$ cat src/flowTypesPkg.sv
// Flow payload types

// ----------------------------------------------------------------------
// Payload definitions shared by the datapath
// ----------------------------------------------------------------------
package flowTypesPkg;

  // Payload width in bits
  localparam int DataWidth = 16;

  // One payload word as carried on every ready-valid link
  typedef logic [DataWidth-1:0] flowData_t;

endpackage : flowTypesPkg

$ cat src/flowSchedPkg.sv
// Flow scheduler types

// ----------------------------------------------------------------------
// Scheduler state and burst counting
// ----------------------------------------------------------------------
package flowSchedPkg;

  // Scheduler FSM states
  // schedIdle  no flow holds data
  // schedBurst a flow is selected and being served
  typedef enum logic {
    schedIdle  = 1'b0,
    schedBurst = 1'b1
  } schedState_t;

  // Transfers within one burst, also the type of the burst length
  typedef logic [7:0] burstCount_t;

endpackage : flowSchedPkg

$ cat src/flowInputFifo.sv
// Per-flow input FIFO
`timescale 1ns/1ps

module flowInputFifo #(
  // Number of entries, a power of two
  parameter int FifoDepth = 4
) (
  input  logic                    clk,
  input  logic                    arstN,

  // Push side
  input  logic                    pushValid,
  output logic                    pushReady,
  input  flowTypesPkg::flowData_t pushData,

  // Pop side
  output logic                    popValid,
  input  logic                    popReady,
  output flowTypesPkg::flowData_t popData
);

  import flowTypesPkg::*;

  localparam int PtrWidth = $clog2(FifoDepth);
  localparam int CountWidth = $clog2(FifoDepth + 1);

  // Circular storage, written on push and read at rdPtr
  flowData_t mem [FifoDepth];

  logic [PtrWidth-1:0]   wrPtr;
  logic [PtrWidth-1:0]   rdPtr;
  logic [CountWidth-1:0] count;
  logic                  full;
  logic                  doPush;
  logic                  doPop;

  // ----------------------------------------------------------------------
  // Handshake and status
  // ----------------------------------------------------------------------
  assign full = (count == CountWidth'(FifoDepth));
  assign popValid = (count != '0);

  // Full FIFO still takes a word when the head leaves on the same edge
  assign pushReady = !full || popReady;

  assign doPush = pushValid && pushReady;
  assign doPop = popValid && popReady;

  // Head of queue straight from storage
  assign popData = mem[rdPtr];

  // ----------------------------------------------------------------------
  // Pointers and occupancy
  // ----------------------------------------------------------------------
  always_ff @(posedge clk or negedge arstN) begin
    if (!arstN) begin
      wrPtr <= '0;
      rdPtr <= '0;
      count <= '0;
    end else begin
      // Power-of-two depth, so pointers wrap on their own
      if (doPush) begin
        wrPtr <= wrPtr + PtrWidth'(1);
      end
      if (doPop) begin
        rdPtr <= rdPtr + PtrWidth'(1);
      end
      case ({doPush, doPop})
        2'b10:   count <= count + CountWidth'(1);
        2'b01:   count <= count - CountWidth'(1);
        default: count <= count;
      endcase
    end
  end

  // Storage write
  always_ff @(posedge clk) begin
    if (doPush) begin
      mem[wrPtr] <= pushData;
    end
  end

endmodule : flowInputFifo

$ cat src/flowMuxSelectUnstable.sv
// Ready-valid select mux
`timescale 1ns/1ps

module flowMuxSelectUnstable #(
  // Two or more flows
  parameter int NumFlows = 4
) (
  // Binary select, kept in range by the scheduler
  input  logic [$clog2(NumFlows)-1:0]                select,

  // Input flows
  input  logic [NumFlows-1:0]                        inValid,
  output logic [NumFlows-1:0]                        inReady,
  input  flowTypesPkg::flowData_t [NumFlows-1:0]     inData,

  // Output, stable only while select holds during a stall
  output logic                                       outValid,
  input  logic                                       outReady,
  output flowTypesPkg::flowData_t                    outData
);

  localparam int SelWidth = $clog2(NumFlows);

  // ----------------------------------------------------------------------
  // Zero-latency steering
  // ----------------------------------------------------------------------

  // Ready goes only to the selected input, all others see back-pressure
  always_comb begin
    for (int i = 0; i < NumFlows; i++) begin
      inReady[i] = outReady && (select == SelWidth'(i));
    end
  end

  // Forward valid and data of the selected input
  assign outValid = inValid[select];
  assign outData = inData[select];

endmodule : flowMuxSelectUnstable

$ cat src/flowSelectCtrl.sv
// Round-robin burst scheduler
`timescale 1ns/1ps

module flowSelectCtrl #(
  // Two or more flows
  parameter int NumFlows = 4,
  // Transfers per burst, 1 to 255
  parameter flowSchedPkg::burstCount_t BurstLen = 8'd3
) (
  input  logic                        clk,
  input  logic                        arstN,

  // Valid of every FIFO head
  input  logic [NumFlows-1:0]         flowValid,
  // Ready seen by the selected flow
  input  logic                        muxReady,

  // Registered binary select into the mux
  output logic [$clog2(NumFlows)-1:0] select
);

  import flowSchedPkg::*;

  localparam int SelWidth = $clog2(NumFlows);

  schedState_t         state;
  schedState_t         stateNext;
  logic [SelWidth-1:0] selectNext;
  logic [SelWidth-1:0] nextSel;
  burstCount_t         count;
  burstCount_t         countNext;
  logic                xfer;
  logic                anyValid;

  // ----------------------------------------------------------------------
  // Round-robin pick
  // ----------------------------------------------------------------------

  // First valid flow after cur, cur itself last; cur when none is valid
  function automatic logic [SelWidth-1:0] rrPick(input logic [SelWidth-1:0] cur,
                                                  input logic [NumFlows-1:0] valid);
    logic [SelWidth-1:0] pick;
    int                  idx;
    pick = cur;
    // Walk from the farthest offset down so the nearest one wins
    for (int k = NumFlows; k >= 1; k--) begin
      idx = (int'(cur) + k) % NumFlows;
      if (valid[idx]) begin
        pick = SelWidth'(idx);
      end
    end
    return pick;
  endfunction

  assign nextSel = rrPick(select, flowValid);
  assign anyValid = |flowValid;

  // One item crossed the mux on this edge
  assign xfer = flowValid[select] && muxReady;

  // ----------------------------------------------------------------------
  // Next-state logic
  // ----------------------------------------------------------------------
  always_comb begin
    stateNext = state;
    selectNext = select;
    countNext = count;
    unique case (state)
      schedIdle: begin
        // Count is clear here
        if (anyValid) begin
          stateNext = schedBurst;
          if (!flowValid[select]) begin
            selectNext = nextSel;
          end else if (xfer) begin
            // Parked select already passed an item, count it toward the burst
            if (BurstLen == burstCount_t'(1)) begin
              selectNext = nextSel;
            end else begin
              countNext = burstCount_t'(1);
            end
          end
        end
      end
      schedBurst: begin
        if (xfer) begin
          // Burst done, hand over on the transfer edge
          if (count == BurstLen - burstCount_t'(1)) begin
            selectNext = nextSel;
            countNext = '0;
          end else begin
            countNext = count + burstCount_t'(1);
          end
        end else if (!flowValid[select]) begin
          // Selected flow ran dry
          countNext = '0;
          if (anyValid) begin
            selectNext = nextSel;
          end else begin
            stateNext = schedIdle;
          end
        end
        // Valid but stalled falls through and holds select
      end
      default: stateNext = schedIdle;
    endcase
  end

  always_ff @(posedge clk or negedge arstN) begin
    if (!arstN) begin
      state <= schedIdle;
      select <= '0;
      count <= '0;
    end else begin
      state <= stateNext;
      select <= selectNext;
      count <= countNext;
    end
  end

endmodule : flowSelectCtrl

$ cat src/flowPopRegister.sv
// Registered pop stage
`timescale 1ns/1ps

module flowPopRegister #(
  // Two or more flows, sets the tag width
  parameter int NumFlows = 4
) (
  input  logic                        clk,
  input  logic                        arstN,

  // From the mux, tagged with the select
  input  logic                        inValid,
  output logic                        inReady,
  input  flowTypesPkg::flowData_t     inData,
  input  logic [$clog2(NumFlows)-1:0] inFlow,

  // Pop interface
  output logic                        outValid,
  input  logic                        outReady,
  output flowTypesPkg::flowData_t     outData,
  output logic [$clog2(NumFlows)-1:0] outFlow
);

  logic load;

  // Empty or draining this edge, so full throughput
  assign inReady = !outValid || outReady;
  assign load = inValid && inReady;

  // ----------------------------------------------------------------------
  // Valid flag
  // ----------------------------------------------------------------------
  always_ff @(posedge clk or negedge arstN) begin
    if (!arstN) begin
      outValid <= 1'b0;
    end else if (load) begin
      outValid <= 1'b1;
    end else if (outReady) begin
      // Pop with nothing behind it
      outValid <= 1'b0;
    end
  end

  // Payload and tag, held while outValid and not outReady
  always_ff @(posedge clk) begin
    if (load) begin
      outData <= inData;
      outFlow <= inFlow;
    end
  end

endmodule : flowPopRegister

$ cat src/flowMerge.sv
// Four-flow merge top level
`timescale 1ns/1ps

module flowMerge #(
  // Two or more flows
  parameter int NumFlows = 4,
  // Entries per input FIFO, a power of two
  parameter int FifoDepth = 4,
  // Transfers per burst, 1 to 255
  parameter flowSchedPkg::burstCount_t BurstLen = 8'd3
) (
  input  logic                                   clk,
  input  logic                                   arstN,

  // Push side, one lane per flow
  input  logic [NumFlows-1:0]                    pushValid,
  output logic [NumFlows-1:0]                    pushReady,
  input  flowTypesPkg::flowData_t [NumFlows-1:0] pushData,

  // Merged pop side with source flow tag
  output logic                                   popValid,
  input  logic                                   popReady,
  output flowTypesPkg::flowData_t                popData,
  output logic [$clog2(NumFlows)-1:0]            popFlow
);

  import flowTypesPkg::*;

  localparam int SelWidth = $clog2(NumFlows);

  // FIFO heads toward the mux
  logic [NumFlows-1:0]              fifoValid;
  logic [NumFlows-1:0]              fifoReady;
  flowData_t [NumFlows-1:0]         fifoData;

  // Mux output toward the pop register
  logic [SelWidth-1:0]              select;
  logic                             muxValid;
  logic                             muxReady;
  flowData_t                        muxData;

  // ----------------------------------------------------------------------
  // Input buffering
  // ----------------------------------------------------------------------
  for (genvar i = 0; i < NumFlows; i++) begin : fifoGen
    flowInputFifo #(
      .FifoDepth(FifoDepth)
    ) uFifo (
      .clk      (clk),
      .arstN    (arstN),
      .pushValid(pushValid[i]),
      .pushReady(pushReady[i]),
      .pushData (pushData[i]),
      .popValid (fifoValid[i]),
      .popReady (fifoReady[i]),
      .popData  (fifoData[i])
    );
  end

  // ----------------------------------------------------------------------
  // Scheduling and steering
  // ----------------------------------------------------------------------
  flowSelectCtrl #(
    .NumFlows(NumFlows),
    .BurstLen(BurstLen)
  ) uSelectCtrl (
    .clk      (clk),
    .arstN    (arstN),
    .flowValid(fifoValid),
    .muxReady (muxReady),
    .select   (select)
  );

  flowMuxSelectUnstable #(
    .NumFlows(NumFlows)
  ) uMux (
    .select  (select),
    .inValid (fifoValid),
    .inReady (fifoReady),
    .inData  (fifoData),
    .outValid(muxValid),
    .outReady(muxReady),
    .outData (muxData)
  );

  // Select doubles as the flow tag of the item it steers
  flowPopRegister #(
    .NumFlows(NumFlows)
  ) uPopReg (
    .clk     (clk),
    .arstN   (arstN),
    .inValid (muxValid),
    .inReady (muxReady),
    .inData  (muxData),
    .inFlow  (select),
    .outValid(popValid),
    .outReady(popReady),
    .outData (popData),
    .outFlow (popFlow)
  );

endmodule : flowMerge

$ cat config.mk
export PLATFORM = sky130hd
export DESIGN_NAME = flowMerge
export DESIGN_NICKNAME = d
export VERILOG_FILES = /design/src/flowTypesPkg.sv /design/src/flowSchedPkg.sv /design/src/flowInputFifo.sv /design/src/flowMuxSelectUnstable.sv /design/src/flowSelectCtrl.sv /design/src/flowPopRegister.sv /design/src/flowMerge.sv
export SDC_FILE = /design/constraint.sdc
export NUM_CORES = 1
export LEC_CHECK = 0
export BUFFER_PORTS_ARGS = -buffer_cell sky130_fd_sc_hd__buf_4
export CAP_MARGIN = 20
export CORE_UTILIZATION = 49
export CTS_CLUSTER_DIAMETER = 60
export DETAILED_ROUTE_END_ITERATION = 16
export PLACE_DENSITY = 0.74
export SLEW_MARGIN = 20
export SYNTH_ARGS = -nofsm -noshare
export SYNTH_HDL_FRONTEND = slang
export SYNTH_SLANG_ARGS = --single-unit
$ cat constraint.sdc
create_clock -name clk -period 4.1 [get_ports clk]
set_clock_uncertainty 0.05 [all_clocks]
set_input_delay 0.41 -clock clk [delete_from_list [all_inputs] [get_ports clk]]
set_output_delay 0.41 -clock clk [all_outputs]
set_load 0.1 [all_outputs]
Word level (Yosys, flattened, before mapping)
Memory sizes are Yosys's and may differ from the RTL's.
Cells that the tools add are included.
- output and inout port bits: 23
- memories kept: 4
- memory bits (writable): 256
- register bits: 58
- word-level logic and storage cells: 168
- input bits: 71
- memory list (memory ; depth ; width ; read ports ; clocked after memory_dff ; write ports ; line ; text):
    fifoGen[0].uFifo.mem ; 4 ; 16 ; 1 ; 0 ; 1 ; flowInputFifo.sv:28 ; flowData_t mem [FifoDepth];
    fifoGen[1].uFifo.mem ; 4 ; 16 ; 1 ; 0 ; 1 ; flowInputFifo.sv:28 ;
    fifoGen[2].uFifo.mem ; 4 ; 16 ; 1 ; 0 ; 1 ; flowInputFifo.sv:28 ;
    fifoGen[3].uFifo.mem ; 4 ; 16 ; 1 ; 0 ; 1 ; flowInputFifo.sv:28 ;
- reductions and logical operators: 40
- bitwise logic cells: 5
- equality and inequality tests: 23
- muxes and demuxes: 52
- $lt $le $gt $ge: 5
- add/sub/neg operators: 21
- operators by type and width (operator ; number):
    8-bit two-way mux ; 6
    16-bit binary-select mux with 2-bit select ; 1
    3-bit one-hot mux with 2 select lines ; 4
    1-bit two-way mux ; 22
    2-bit by 1-bit adder with 2-bit output (second input constant) ; 10
    2-bit two-way mux ; 10
    3-bit by 4-bit < comparator with 1-bit output (second input constant) ; 4
    16-bit two-way mux ; 1
    8-bit one-hot mux with 2 select lines ; 1
    1-bit logical AND ; 13
    3-bit by 1-bit adder with 3-bit output (second input constant) ; 4
    2-bit == test (second input constant) ; 6
    3-bit == test (second input constant) ; 4
    3-bit nonzero test ; 4
    3-bit by 1-bit subtractor with 3-bit output (second input constant) ; 4
    1-bit binary-select mux with 2-bit select ; 5
    2-bit by 1-bit == test with 1-bit output (second input constant) ; 5
    2-bit nonzero test ; 5
    8-bit by 1-bit adder with 8-bit output (second input constant) ; 1
    8-bit by 2-bit == test with 1-bit output (second input constant) ; 1
    2-bit OR reduction ; 4
    3-bit by 2-bit inequality test with 1-bit output (second input constant) ; 2
    1-bit zero test ; 5
    1-bit logical OR ; 5
    other kinds (13) ; 19

Longest topological paths before layout
Gate-level depths: netlist of run 1.
- depth in word-level cells: 14
- mapped depth: 14
- gate-level depth less buffers: 12

Modules after synthesis
A second synthesis of run 1 with hierarchy kept.
- cell total of the unflattened synthesis: 629
- area, all modules: 12811.0 µm²
- by module, submodules not included (module ; area an instance (µm²) ; seq. area each (µm²) ; cells each ; instances):
    flowInputFifo ; 2746.4 ; 2097.0 ; 123 ; 4
    flowSelectCtrl ; 780.7 ; 275.3 ; 90 ; 1
    flowPopRegister ; 594.3 ; 565.5 ; 22 ; 1
    flowMuxSelectUnstable ; 450.4 ; 0.0 ; 25 ; 1

Least setup slack after synthesis of run 1
No wires, ideal clock.
- path type: flip-flop to flip-flop
- start point: reg uPopReg.outValid
- end point: reg fifoGen[1].uFifo.count[2]
- library setup time: 79 ps
- period minus slack after synthesis: 2827 ps
- stages on the path, launching flop included: 13
- arrival time: 2698 ps
- required time: 3971 ps
- path slack: 1273 ps
- buffers on the path: 1
- cells stage by stage: dfrtp_1 nand2b_1 buf_2 nand2_1 nand4_1 and2_1 inv_1 ha_1 inv_1 fa_1 xor2_1 nor2_1 xor2_1
- longest elaborated chain between the ends: 7
- elaborated cells between the ends (all ways): 10
- those cells by class: eq/ne (2); mux (1); reduce/logical (7)
- ends and longest elaborated chain (element ; line ; text):
    start, declared ; flowPopRegister.sv:18 ; output logic outValid,
    start signal, assigned ; flowPopRegister.sv:35 ; outValid <= 1'b0;
    start signal, assigned ; flowPopRegister.sv:37 ; outValid <= 1'b1;
    start signal, assigned ; flowPopRegister.sv:40 ; outValid <= 1'b0;
    1-bit zero test * ; flowPopRegister.sv:27 ; assign inReady = !outValid || outReady;
    1-bit logical OR * ; flowPopRegister.sv:27 ;
    1-bit logical AND * ; flowMuxSelectUnstable.sv:31 ; inReady[i] = outReady && (select == SelWidth'(i));
    1-bit logical OR * ; flowInputFifo.sv:44 ; assign pushReady = !full || popReady;
    named net fifoGen[1].uFifo.pushReady ; flowInputFifo.sv:13 ; output logic pushReady,
    1-bit logical AND * ; flowInputFifo.sv:46 ; assign doPush = pushValid && pushReady;
    2-bit by 1-bit == test with 1-bit output / 2-bit == test (equally long branches) ; flowInputFifo.sv:68 ; case ({doPush, doPop})
    3-bit one-hot mux with 2 select lines / 2-bit nonzero test (equally long branches) ; -- ;
    end signal, assigned ; flowInputFifo.sv:69 ; 2'b10: count <= count + CountWidth'(1);
    end signal, assigned ; flowInputFifo.sv:70 ; 2'b01: count <= count - CountWidth'(1);
    end signal, assigned ; flowInputFifo.sv:71 ; default: count <= count;
    end, declared ; flowInputFifo.sv:32 ; logic [CountWidth-1:0] count;
The timed path passes the listed nets; every way through them passes the cells marked *.
A chain may end at the register's enable or synchronous reset.

Worst setup path after layout of run 1
- start point: reg uSelectCtrl.select[1]
- end point: reg fifoGen[0].uFifo.count[2]
- longest elaborated chain between the ends: 6
- elaborated cells between the ends (all ways): 9
- those cells by class: eq/ne (2); mux (1); reduce/logical (6)
- ends and longest elaborated chain (element ; line ; text):
    start, declared ; flowSelectCtrl.sv:19 ; output logic [$clog2(NumFlows)-1:0] select
    start signal, assigned ; flowSelectCtrl.sv:116 ; select <= selectNext;
    2-bit zero test * ; flowMuxSelectUnstable.sv:31 ;
    1-bit logical AND * ; flowMuxSelectUnstable.sv:31 ;
    1-bit logical OR ; flowInputFifo.sv:44 ;
    1-bit logical AND ; flowInputFifo.sv:46 ;
    2-bit by 1-bit == test with 1-bit output / 2-bit == test (equally long branches) ; flowInputFifo.sv:68 ;
    3-bit one-hot mux with 2 select lines / 2-bit nonzero test (equally long branches) ; -- ;
    end signal, assigned ; flowInputFifo.sv:69 ;
    end signal, assigned ; flowInputFifo.sv:70 ;
    end signal, assigned ; flowInputFifo.sv:71 ;
    end, declared ; flowInputFifo.sv:32 ;
Every way passes the cells marked *; elsewhere a longest branch is shown, timed or not.

==> summary by stage, run 1 <==
Cells and area
The fill cell total of the finished layout is 1,771. The share of post-route cells with drive strength above 1 is 28.9%. Measured on the finished design, the core utilization comes to 59.7%.

For this run, the post-layout net count is 885. The area overhead of the layout relative to synthesis is 18.6%. Once layout is done, the placed cells without fillers occupy 0.0151 mm².

Clock network
Once the clock tree was built, the resizer swapped 0 gates to a different size. In this run the number of H-tree levels came out at 1. The clock transition at the register clock pins on the worst setup and hold paths after CTS is 0.06 ns. Clock tree synthesis found a total of 314 sinks.

The later pin in the worst-skew pair is clocked with a latency of 0.56 ns. The number of clock buffers added by TritonCTS is 31. The clock tree root buffer cell is sky130_fd_sc_hd__clkbuf_16. The clock tree buffer depth is 3. TritonCTS built the clock tree.

Worst hold path
The class of the tightest hold or removal check is input pin to flop. The path with the worst hold slack has its endpoint at fifoGen[3].uFifo.mem[0][12]. The number of cells on the worst hold path is 1. The startpoint of the worst hold path is pushData[60].

Critical path
Traced cell by cell, the critical path runs through inv_2, ha_1, nand2_1, nand4_1, and2_1, inv_1, ha_1, inv_1, fa_1, xor2_1, nor2_1, xor2_1. The number of buffers and inverters on the critical path is 3. Setup slack on the worst reg-to-reg path comes out at 0.99 ns. The origin of the critical flop-to-flop path is uSelectCtrl.select[1]. At the worst endpoint, the arrival time is 3.52 ns.

The maximum fanout along the worst path is 19. The reg-to-reg endpoint is fifoGen[0].uFifo.count[2]. The maximum single-stage delay on the critical path is 0.62 ns. The cell family contributing the most delay on the critical path is adder cells. The cell with the biggest individual delay on the critical path is sky130_fd_sc_hd__dfrtp_1.

The capturing element type of the critical path is a flop. The startpoint-to-endpoint class of the critical path is flop to flop. The number of cells traversed by the worst register-to-register path is 12. STA classifies the critical path startpoint as a flop. At the worst endpoint, the required time is 4.51 ns.

GRT
Global routing used 26.8% of the available met1 tracks. The met3 track utilization from global routing is 2.72%. For this run, global-route usage on met2 was measured as 30.8%. For this run, the total global-route usage over all layers was measured as 19.0%.

The number of global-route vias before repair is 6,744. The initial antenna violation count came to 3. The remaining global-route overflow is 0. The first global-routing pass estimated 37,600 µm of wire. The most used routing layer is met2. Entering global routing, the biggest net connects 41 pins.

Floorplan
For this configuration, the core starts out at a cell density of 50.3%. The area inside the core boundary is 0.0253 mm². The die is 163 µm wide.

From bottom edge to top edge, the die measures 163 µm. The area enclosed by the die boundary is 0.0267 mm². Pin placement for this block handled 94 I/O pins. In this run the core area contains 58 standard-cell rows.

Yosys
Summing the sequential cell areas from Yosys gives 72.4% of the chip area. For this run, the leading register cell type out of synthesis is sky130_fd_sc_hd__edfxtp_1. The share of synthesized registers carrying an async set or reset is 12.7%. The count of unique library cells instantiated by Yosys is 48. Synthesis produced 643 cells. The synthesized netlist occupies a cell area of 0.0128 mm². The mean instance size in the synthesized netlist is 19.8 µm². In this run, synthesis inferred 274 flip-flops with an integrated enable. The synthesized design contains 314 register bits.

When the netlist entered floorplanning its net count stood at 744. During synthesis, Yosys emitted a total of 0 warnings.

Timing
The post-layout minimum cycle time is 3.11 ns. The final-report hold violation count came to 0. The final number of max-transition violations is 0. Derived from the worst setup path, the maximum achievable clock frequency is 321 MHz.

Of the available clock period, the critical path in the final layout requires 75.9%. The tightest slew margin relative to the limit is 38.7%. The setup TNS is 0 ns. The slew at the pin closest to its max-slew limit is 0.919 ns. Setup violations remaining at the end of the flow were counted as 0. Setup repair after global routing left no endpoint under its margin.

Place
Input and output buffers added on the ports amount to 93. The global placer's final weighted congestion is 0.865. After legalization and detailed placement, the total HPWL measured 16,700 µm.

The post-detailed-placement cell area is 0.0137 mm².

Power
The share of power burned in registers is 43.2%. The net switching component of the power is 4.10 mW. The power density relative to cell area is 776 mW/mm².

The switching portion of total power is 34.9%. Cell internal power was estimated by the tool at 7.64 mW. The proportion of power drawn by the clock network is 23.1%.

Combinational logic burns 33.7% of the power. The analysis attributes to cell leakage a power of 5.40 nW. The peak ir drop on the vdd network is 0.523 mV.

Drt
After detailed routing, the number of remaining DRC violations is 0. The detailed-route wire length is 24,500 µm. Detailed routing inserted a total of 6,479 vias.

The routed wirelength normalized by instance count is 21.5 µm. The detailed-routing iteration count for the pre-antenna-repair pass is 5. The violation count after the first detailed-route iteration is 645. The via count normalized by instance count is 5.69. The number of antenna-violating nets in the routed design is 0.

Run
Across the run, the number of max-cap violations was 0.

Outcome
The run finished with clean final reports.
-- cells by family (layout without fill, tap and decap cells) --
family                   after synthesis  in the layout  share of synthesized area, %
flip-flops                           314            314                          72.4
multiplexers                          89             89                          14.9
AND/OR/NAND/NOR                       89             89                          3.78
buffers and inverters                 56            219                          1.90
AO/OA/AOI/OAI                         41             41                          2.22
adder cells (fa/ha/maj)               30             30                          3.18
XOR/XNOR                              24             24                          1.65
other                                  0              2                             0
-- worst max-delay path by stage --
stage | slack, ns | cells past startpoint | end | from
after floorplan | 1.27 | 12 | fifoGen[1].uFifo.count[2] | uPopReg.outValid
after global placement | 1.16 | 12 | fifoGen[1].uFifo.count[2] | uSelectCtrl.select[1]
after detailed placement | 0.98 | 12 | fifoGen[0].uFifo.count[2] | uSelectCtrl.select[1]
after CTS | 0.99 | 12 | fifoGen[0].uFifo.count[2] | uSelectCtrl.select[1]
after global routing | 0.71 | 12 | fifoGen[0].uFifo.count[2] | uSelectCtrl.select[1]
final | 0.99 | 12 | fifoGen[0].uFifo.count[2] | uSelectCtrl.select[1]
-- power groups by stage --
stage / registers (mW) / logic, mW / clock network [mW]
2_1_floorplan: 5.40 / 2.58 / 0
3_3_place_gp: 5.08 / 3.82 / 0
3_5_place_dp: 5.15 / 3.94 / 0
4_1_cts: 5.09 / 3.99 / 2.75
5_1_grt: 5.19 / 4.23 / 2.88
6_report: 5.07 / 3.96 / 2.71
-- repair_timing --
item,CTS,global route
hold buffers,38,1
buffers inserted,0,0
setup endpoints to repair,0,0
hold endpoints to repair,169,2
-- per-layer routing --
layer	vias to the layer above	wire length (µm)
li1	2874	-
met1	3349	10600
met2	203	11800
met3	53	1360
met4	0	678
met5	-	0
-- final cells by class --
class                   count  area (µm²)  share of cell area (%)
diodes                      2        5.00                  0.0331
clock buffers              43         831                    5.49
clock inverters            12         143                   0.943
inverters                  30         113                   0.744
multi-input cells         273        3290                    21.7
flip-flops and latches    314        9230                    61.0
well taps                 330         413                    2.73
repair buffers            134        1100                    7.30
-- state kept, by name, summed over array words and instances, names as in the netlist --
signal and cells:
uSelectCtrl.state 1, fifoGen.uFifo.rdPtr 8, uSelectCtrl.count 8, fifoGen.uFifo.count 12, uSelectCtrl.select 2, fifoGen.uFifo.wrPtr 8, fifoGen.uFifo.mem 256, uPopReg.outFlow 2
uPopReg.outValid 1, uPopReg.outData 16
-- metrics by stage --
stage                     total power, mW  std cells  setup slack [ns]  hold slack (ns)
after global routing                 12.3       1138             0.709          0.00230
after global placement               8.90       1042              1.16            0.373
after floorplan                      7.98        643              1.27           0.0644
final                                11.7       1138             0.987           0.0153
after detailed placement             9.09       1042             0.985            0.379
after CTS                            11.8       1135             0.987       0.00000672
-- synth_stat cells, drive strengths merged, types with 5 or more instances --
cell type	n	area (µm²)
edfxtp	274	8230
mux4	80	1800
dfrtp	40	1000
inv	30	113
ha	26	325
and3	18	113
buf	18	100
nand2	16	60.1
nor2	16	60.1
xnor2	12	105
xor2	12	105
o21ai	11	55.1
a21oi	10	50.1
clkbuf	8	30.0
nor3	8	40.0
mux2	6	67.6
nand4	6	37.5
nor4	5	31.3
nor4b	5	43.8
-- cells in the final DEF, fill, tap and decap left out, drive strengths merged, types with 3 or more instances in the layout --
| cell | instances |
|---|---|
| a21oi | 10 |
| and2 | 4 |
| and3 | 18 |
| buf | 95 |
| bufinv | 3 |
| clkbuf | 43 |
| clkinv | 7 |
| dfrtp | 40 |
| dlygate4sd3 | 39 |
| edfxtp | 274 |
| fa | 4 |
| ha | 26 |
| inv | 31 |
| mux2 | 6 |
| mux2i | 3 |
| mux4 | 80 |
| nand2 | 16 |
| nand3 | 3 |
| nand4 | 6 |
| nor2 | 16 |
| nor3 | 8 |
| nor4 | 5 |
| nor4b | 5 |
| o21ai | 11 |
| xnor2 | 12 |
| xor2 | 12 |
Power figures use the tool's default switching activity.
==> run 2: changes to the inputs <==
clock period = 3.15 ns   (was 4.1 ns; I/O delays follow)
==> summary by stage, run 2 (synthesis results as in run 1) <==
Clock network
The number of gates resized after CTS was 0 (unchanged). The clock net sink count is 314 (unchanged). The depth of the CTS H-tree is 1 (unchanged). The later-pin clock latency in the skew report is 0.55 ns (about the same). The buffers inserted during post-CTS setup optimization is 0 (unchanged). The clock tree buffer depth came to 3 (unchanged). TritonCTS built the clock tree.

CTS placed an instance of sky130_fd_sc_hd__clkbuf_16 at the clock tree root. The number of clock buffers inserted by TritonCTS was 31 (unchanged). The cts-stage hold buffer count is 65 (+71%). The clock transition at the register clock pins on the worst setup and hold paths after CTS is 0.06 ns (about the same).

Drt
The detailed-route wire length is 25,900 µm (+5.8%). The routed wirelength normalized by instance count is 21.8 µm (+1.3%). The number of vias after detailed routing is 6,709 (+3.5%). The remaining design rule violation count is 0 (unchanged). The violation count after the first detailed-route iteration was 580 (-10%). The via count normalized by instance count is 5.65 (-0.81%). The number of antenna-violating nets in the routed design is 0 (unchanged). The detailed-routing iteration count for the pre-antenna-repair pass is 6 (+1).

Power
The total power of the final layout is 15.8 mW (+35%). The power density relative to cell area was 1010 mW/mm² (+30%). The leakage power is 5.67 nW (+5.1%).

The peak ir drop on the vdd network is 0.626 mV (+20%). The power share of the combinational group was 35.5% (+1.8 points). The proportion of power drawn by the clock network is 24.0% (+0.9 points). The switching portion of total power came to 34.8% (-0.074 points).

The cell-internal power is 10.3 mW (+35%). The share of power burned in registers is 40.4% (-2.8 points). The net switching component of the power came to 5.51 mW (+34%).

Cells and area
The flip-flop count of the largest register after layout is 256 (unchanged). From synthesis to final layout, the design area changed by 22.6%. In the layout the commonest cells are 274 x sky130_fd_sc_hd__edfxtp_1, 118 x sky130_fd_sc_hd__buf_4, 80 x sky130_fd_sc_hd__mux4_2, 65 x sky130_fd_sc_hd__dlygate4sd3_1, 40 x sky130_fd_sc_hd__dfrtp_1. The largest registers in the layout are fifoGen.uFifo.mem: 256 flops, uPopReg.outData: 16 flops, fifoGen.uFifo.count: 12 flops. The library cell used most frequently in the layout, excluding fill and tap cells, is sky130_fd_sc_hd__edfxtp_1. The share of post-route cells with drive strength above 1 came to 30.3% (+1.4 points). The fill cell total of the finished layout came to 1,734 (-2.1%). The number of nets in the layout came to 934 (+5.5%). Ranked by flip-flop count, first place goes to fifoGen.uFifo.mem.

Timing
The number of setup violations in the final report is 0 (unchanged). The post-layout minimum cycle time is 2.85 ns (-0.258 ns). The tightest slew margin relative to the limit was 46.6% (+7.8 points).

The final number of max-transition violations was 0 (unchanged). The setup TNS is 0 ns (unchanged). The share of the cycle needed by the critical path after routing was 90.6% (+15 points). The slew at the pin closest to its max-slew limit is 0.795 ns (-0.124 ns).

The final-report hold violation count is 0 (unchanged). Setup repair after global routing left no endpoint under its margin. The worst hold slack across all endpoints is 0.103 ns (+0.0875 ns). The peak clock frequency supported by timing is 350 MHz (+9.0%).

Critical path
The startpoint-to-endpoint class of the critical path is flop to flop. The number of cells traversed by the worst register-to-register path is 12 (unchanged). The endpoint identified for the worst register-to-register timing path is fifoGen[0].uFifo.count[2]. The origin of the critical flop-to-flop path is uSelectCtrl.select[1]. The worst setup path is launched from a flop. The critical path data arrival time came to 3.27 ns (-0.25 ns). The required time of the critical path is 3.57 ns (-0.94 ns).

The worst setup path is captured at a flop. The slack of the worst reg-to-reg path is 0.30 ns (-0.69 ns). The maximum fanout along the worst path is 15 (-4).

Place
The count of port buffers added during placement came to 93 (unchanged). The half-perimeter wire length after detailed placement is 17,400 µm (+4.1%). The global placer's final weighted congestion is 0.822 (-4.9%).

Floorplan
The chip width came to 163 µm (unchanged). The starting utilization of the core area is 50.3% (unchanged). The area inside the core boundary came to 0.0253 mm² (unchanged). The area enclosed by the die boundary is 0.0267 mm² (unchanged). The number of placement rows was 58 (unchanged).

The boundary pin count is 94 (unchanged). The die height was 163 µm (unchanged).

GRT
The remaining global-route overflow is 0 (unchanged). The pin count of the biggest net entering global routing is 41 (unchanged). The global-route wire length before repair is 39,800 µm (+5.8%). The number of global-route vias before repair is 6,920 (+2.6%).

The global routing usage summed across all routing layers was 20.0% (+0.98 points). The initial antenna violation count was 1 (-2).

Outcome
The run finished with clean final reports.

Worst hold path
The number of cells on the worst hold path is 3 (+2). The path class of the tightest hold or removal check is input pin to flop. The destination of the worst hold path is fifoGen[3].uFifo.wrPtr[0].

The worst hold path begins at pushValid[3].

Run
The count of maximum capacitance violations is 0 (unchanged).
==> run 2: cell types whose count changed in the layout (fill, tap and decap cells not counted), moves of 2 or more <==
| cell | change |
|---|---|
| sky130_fd_sc_hd__bufinv_16 | +3 |
| sky130_fd_sc_hd__clkinv_2 | +3 |
| sky130_fd_sc_hd__clkinv_1 | +2 |
| sky130_fd_sc_hd__dfrtp_1 | +3 |
| sky130_fd_sc_hd__dfrtp_2 | -3 |
| sky130_fd_sc_hd__buf_4 | +23 |
| sky130_fd_sc_hd__clkbuf_1 | -7 |
| sky130_fd_sc_hd__dlygate4sd3_1 | +26 |
==> run 2: final cells by class <==
cell class,instances,area [µm²],share of cell area (%)
sequential,314,9230,59.0
multi-input combinational,273,3280,21.0
timing repair buffer,183,1540,9.83
clock buffer,35,791,5.06
tap,330,413,2.64
clock inverter,22,272,1.74
inverter,30,113,0.720
antenna,1,2.50,0.0160
==> run 2: how the worst max path moves through the flow <==
stage                                from                   endpoint  slack, ns  cells past startpoint
floorplan                uPopReg.outValid  fifoGen[1].uFifo.count[2]       0.32                     12
global placement                 popReady  fifoGen[1].uFifo.count[2]       0.58                     12
detailed placement  uSelectCtrl.select[1]  fifoGen[0].uFifo.count[2]       0.37                     12
CTS                 uSelectCtrl.select[1]  fifoGen[0].uFifo.count[2]       0.33                     12
global route        uSelectCtrl.select[1]  fifoGen[1].uFifo.count[2]       0.09                     12
finish              uSelectCtrl.select[1]  fifoGen[0].uFifo.count[2]       0.30                     12
==> run 2: per-layer routing <==
layer | share of wire (%) | GRT usage [%]
met1 | 42 | 27.7
met2 | 50 | 33.2
met3 | 5.9 | 3.17
met4 | 2.1 | 5.10
met5 | 0 | 0
==> run 2: through the flow <==
stage	cells	instance area [µm²]	setup WS (ns)	utilization [%]
after detailed placement	1065	13900	0.368	55.0
after floorplan	643	12800	0.323	-
after CTS	1187	15600	0.325	61.7
final	1188	15600	0.295	61.7
after global routing	1188	15600	0.0850	61.7
after global placement	1065	13900	0.582	55.0
==> run 2: power groups by stage <==
stage               clock network (mW)  registers (mW)  logic (mW)
floorplan                            0            7.03        3.35
global placement                     0            6.40        5.33
detailed placement                   0            6.48        5.55
CTS                               3.87            6.40        5.66
global route                      4.02            6.49        5.96
finish                            3.80            6.40        5.62
==> run 2: critical path, stage by stage (launching register included) <==
cell,delay (ns)
sky130_fd_sc_hd__dfrtp_1,0.65
sky130_fd_sc_hd__inv_2,0.13
sky130_fd_sc_hd__ha_1,0.21
sky130_fd_sc_hd__nand2_1,0.08
sky130_fd_sc_hd__nand4_1,0.21
sky130_fd_sc_hd__and2_1,0.27
sky130_fd_sc_hd__inv_1,0.07
sky130_fd_sc_hd__ha_1,0.18
sky130_fd_sc_hd__inv_1,0.07
sky130_fd_sc_hd__fa_1,0.38
sky130_fd_sc_hd__xor2_1,0.16
sky130_fd_sc_hd__nor2_1,0.13
sky130_fd_sc_hd__xor2_1,0.18
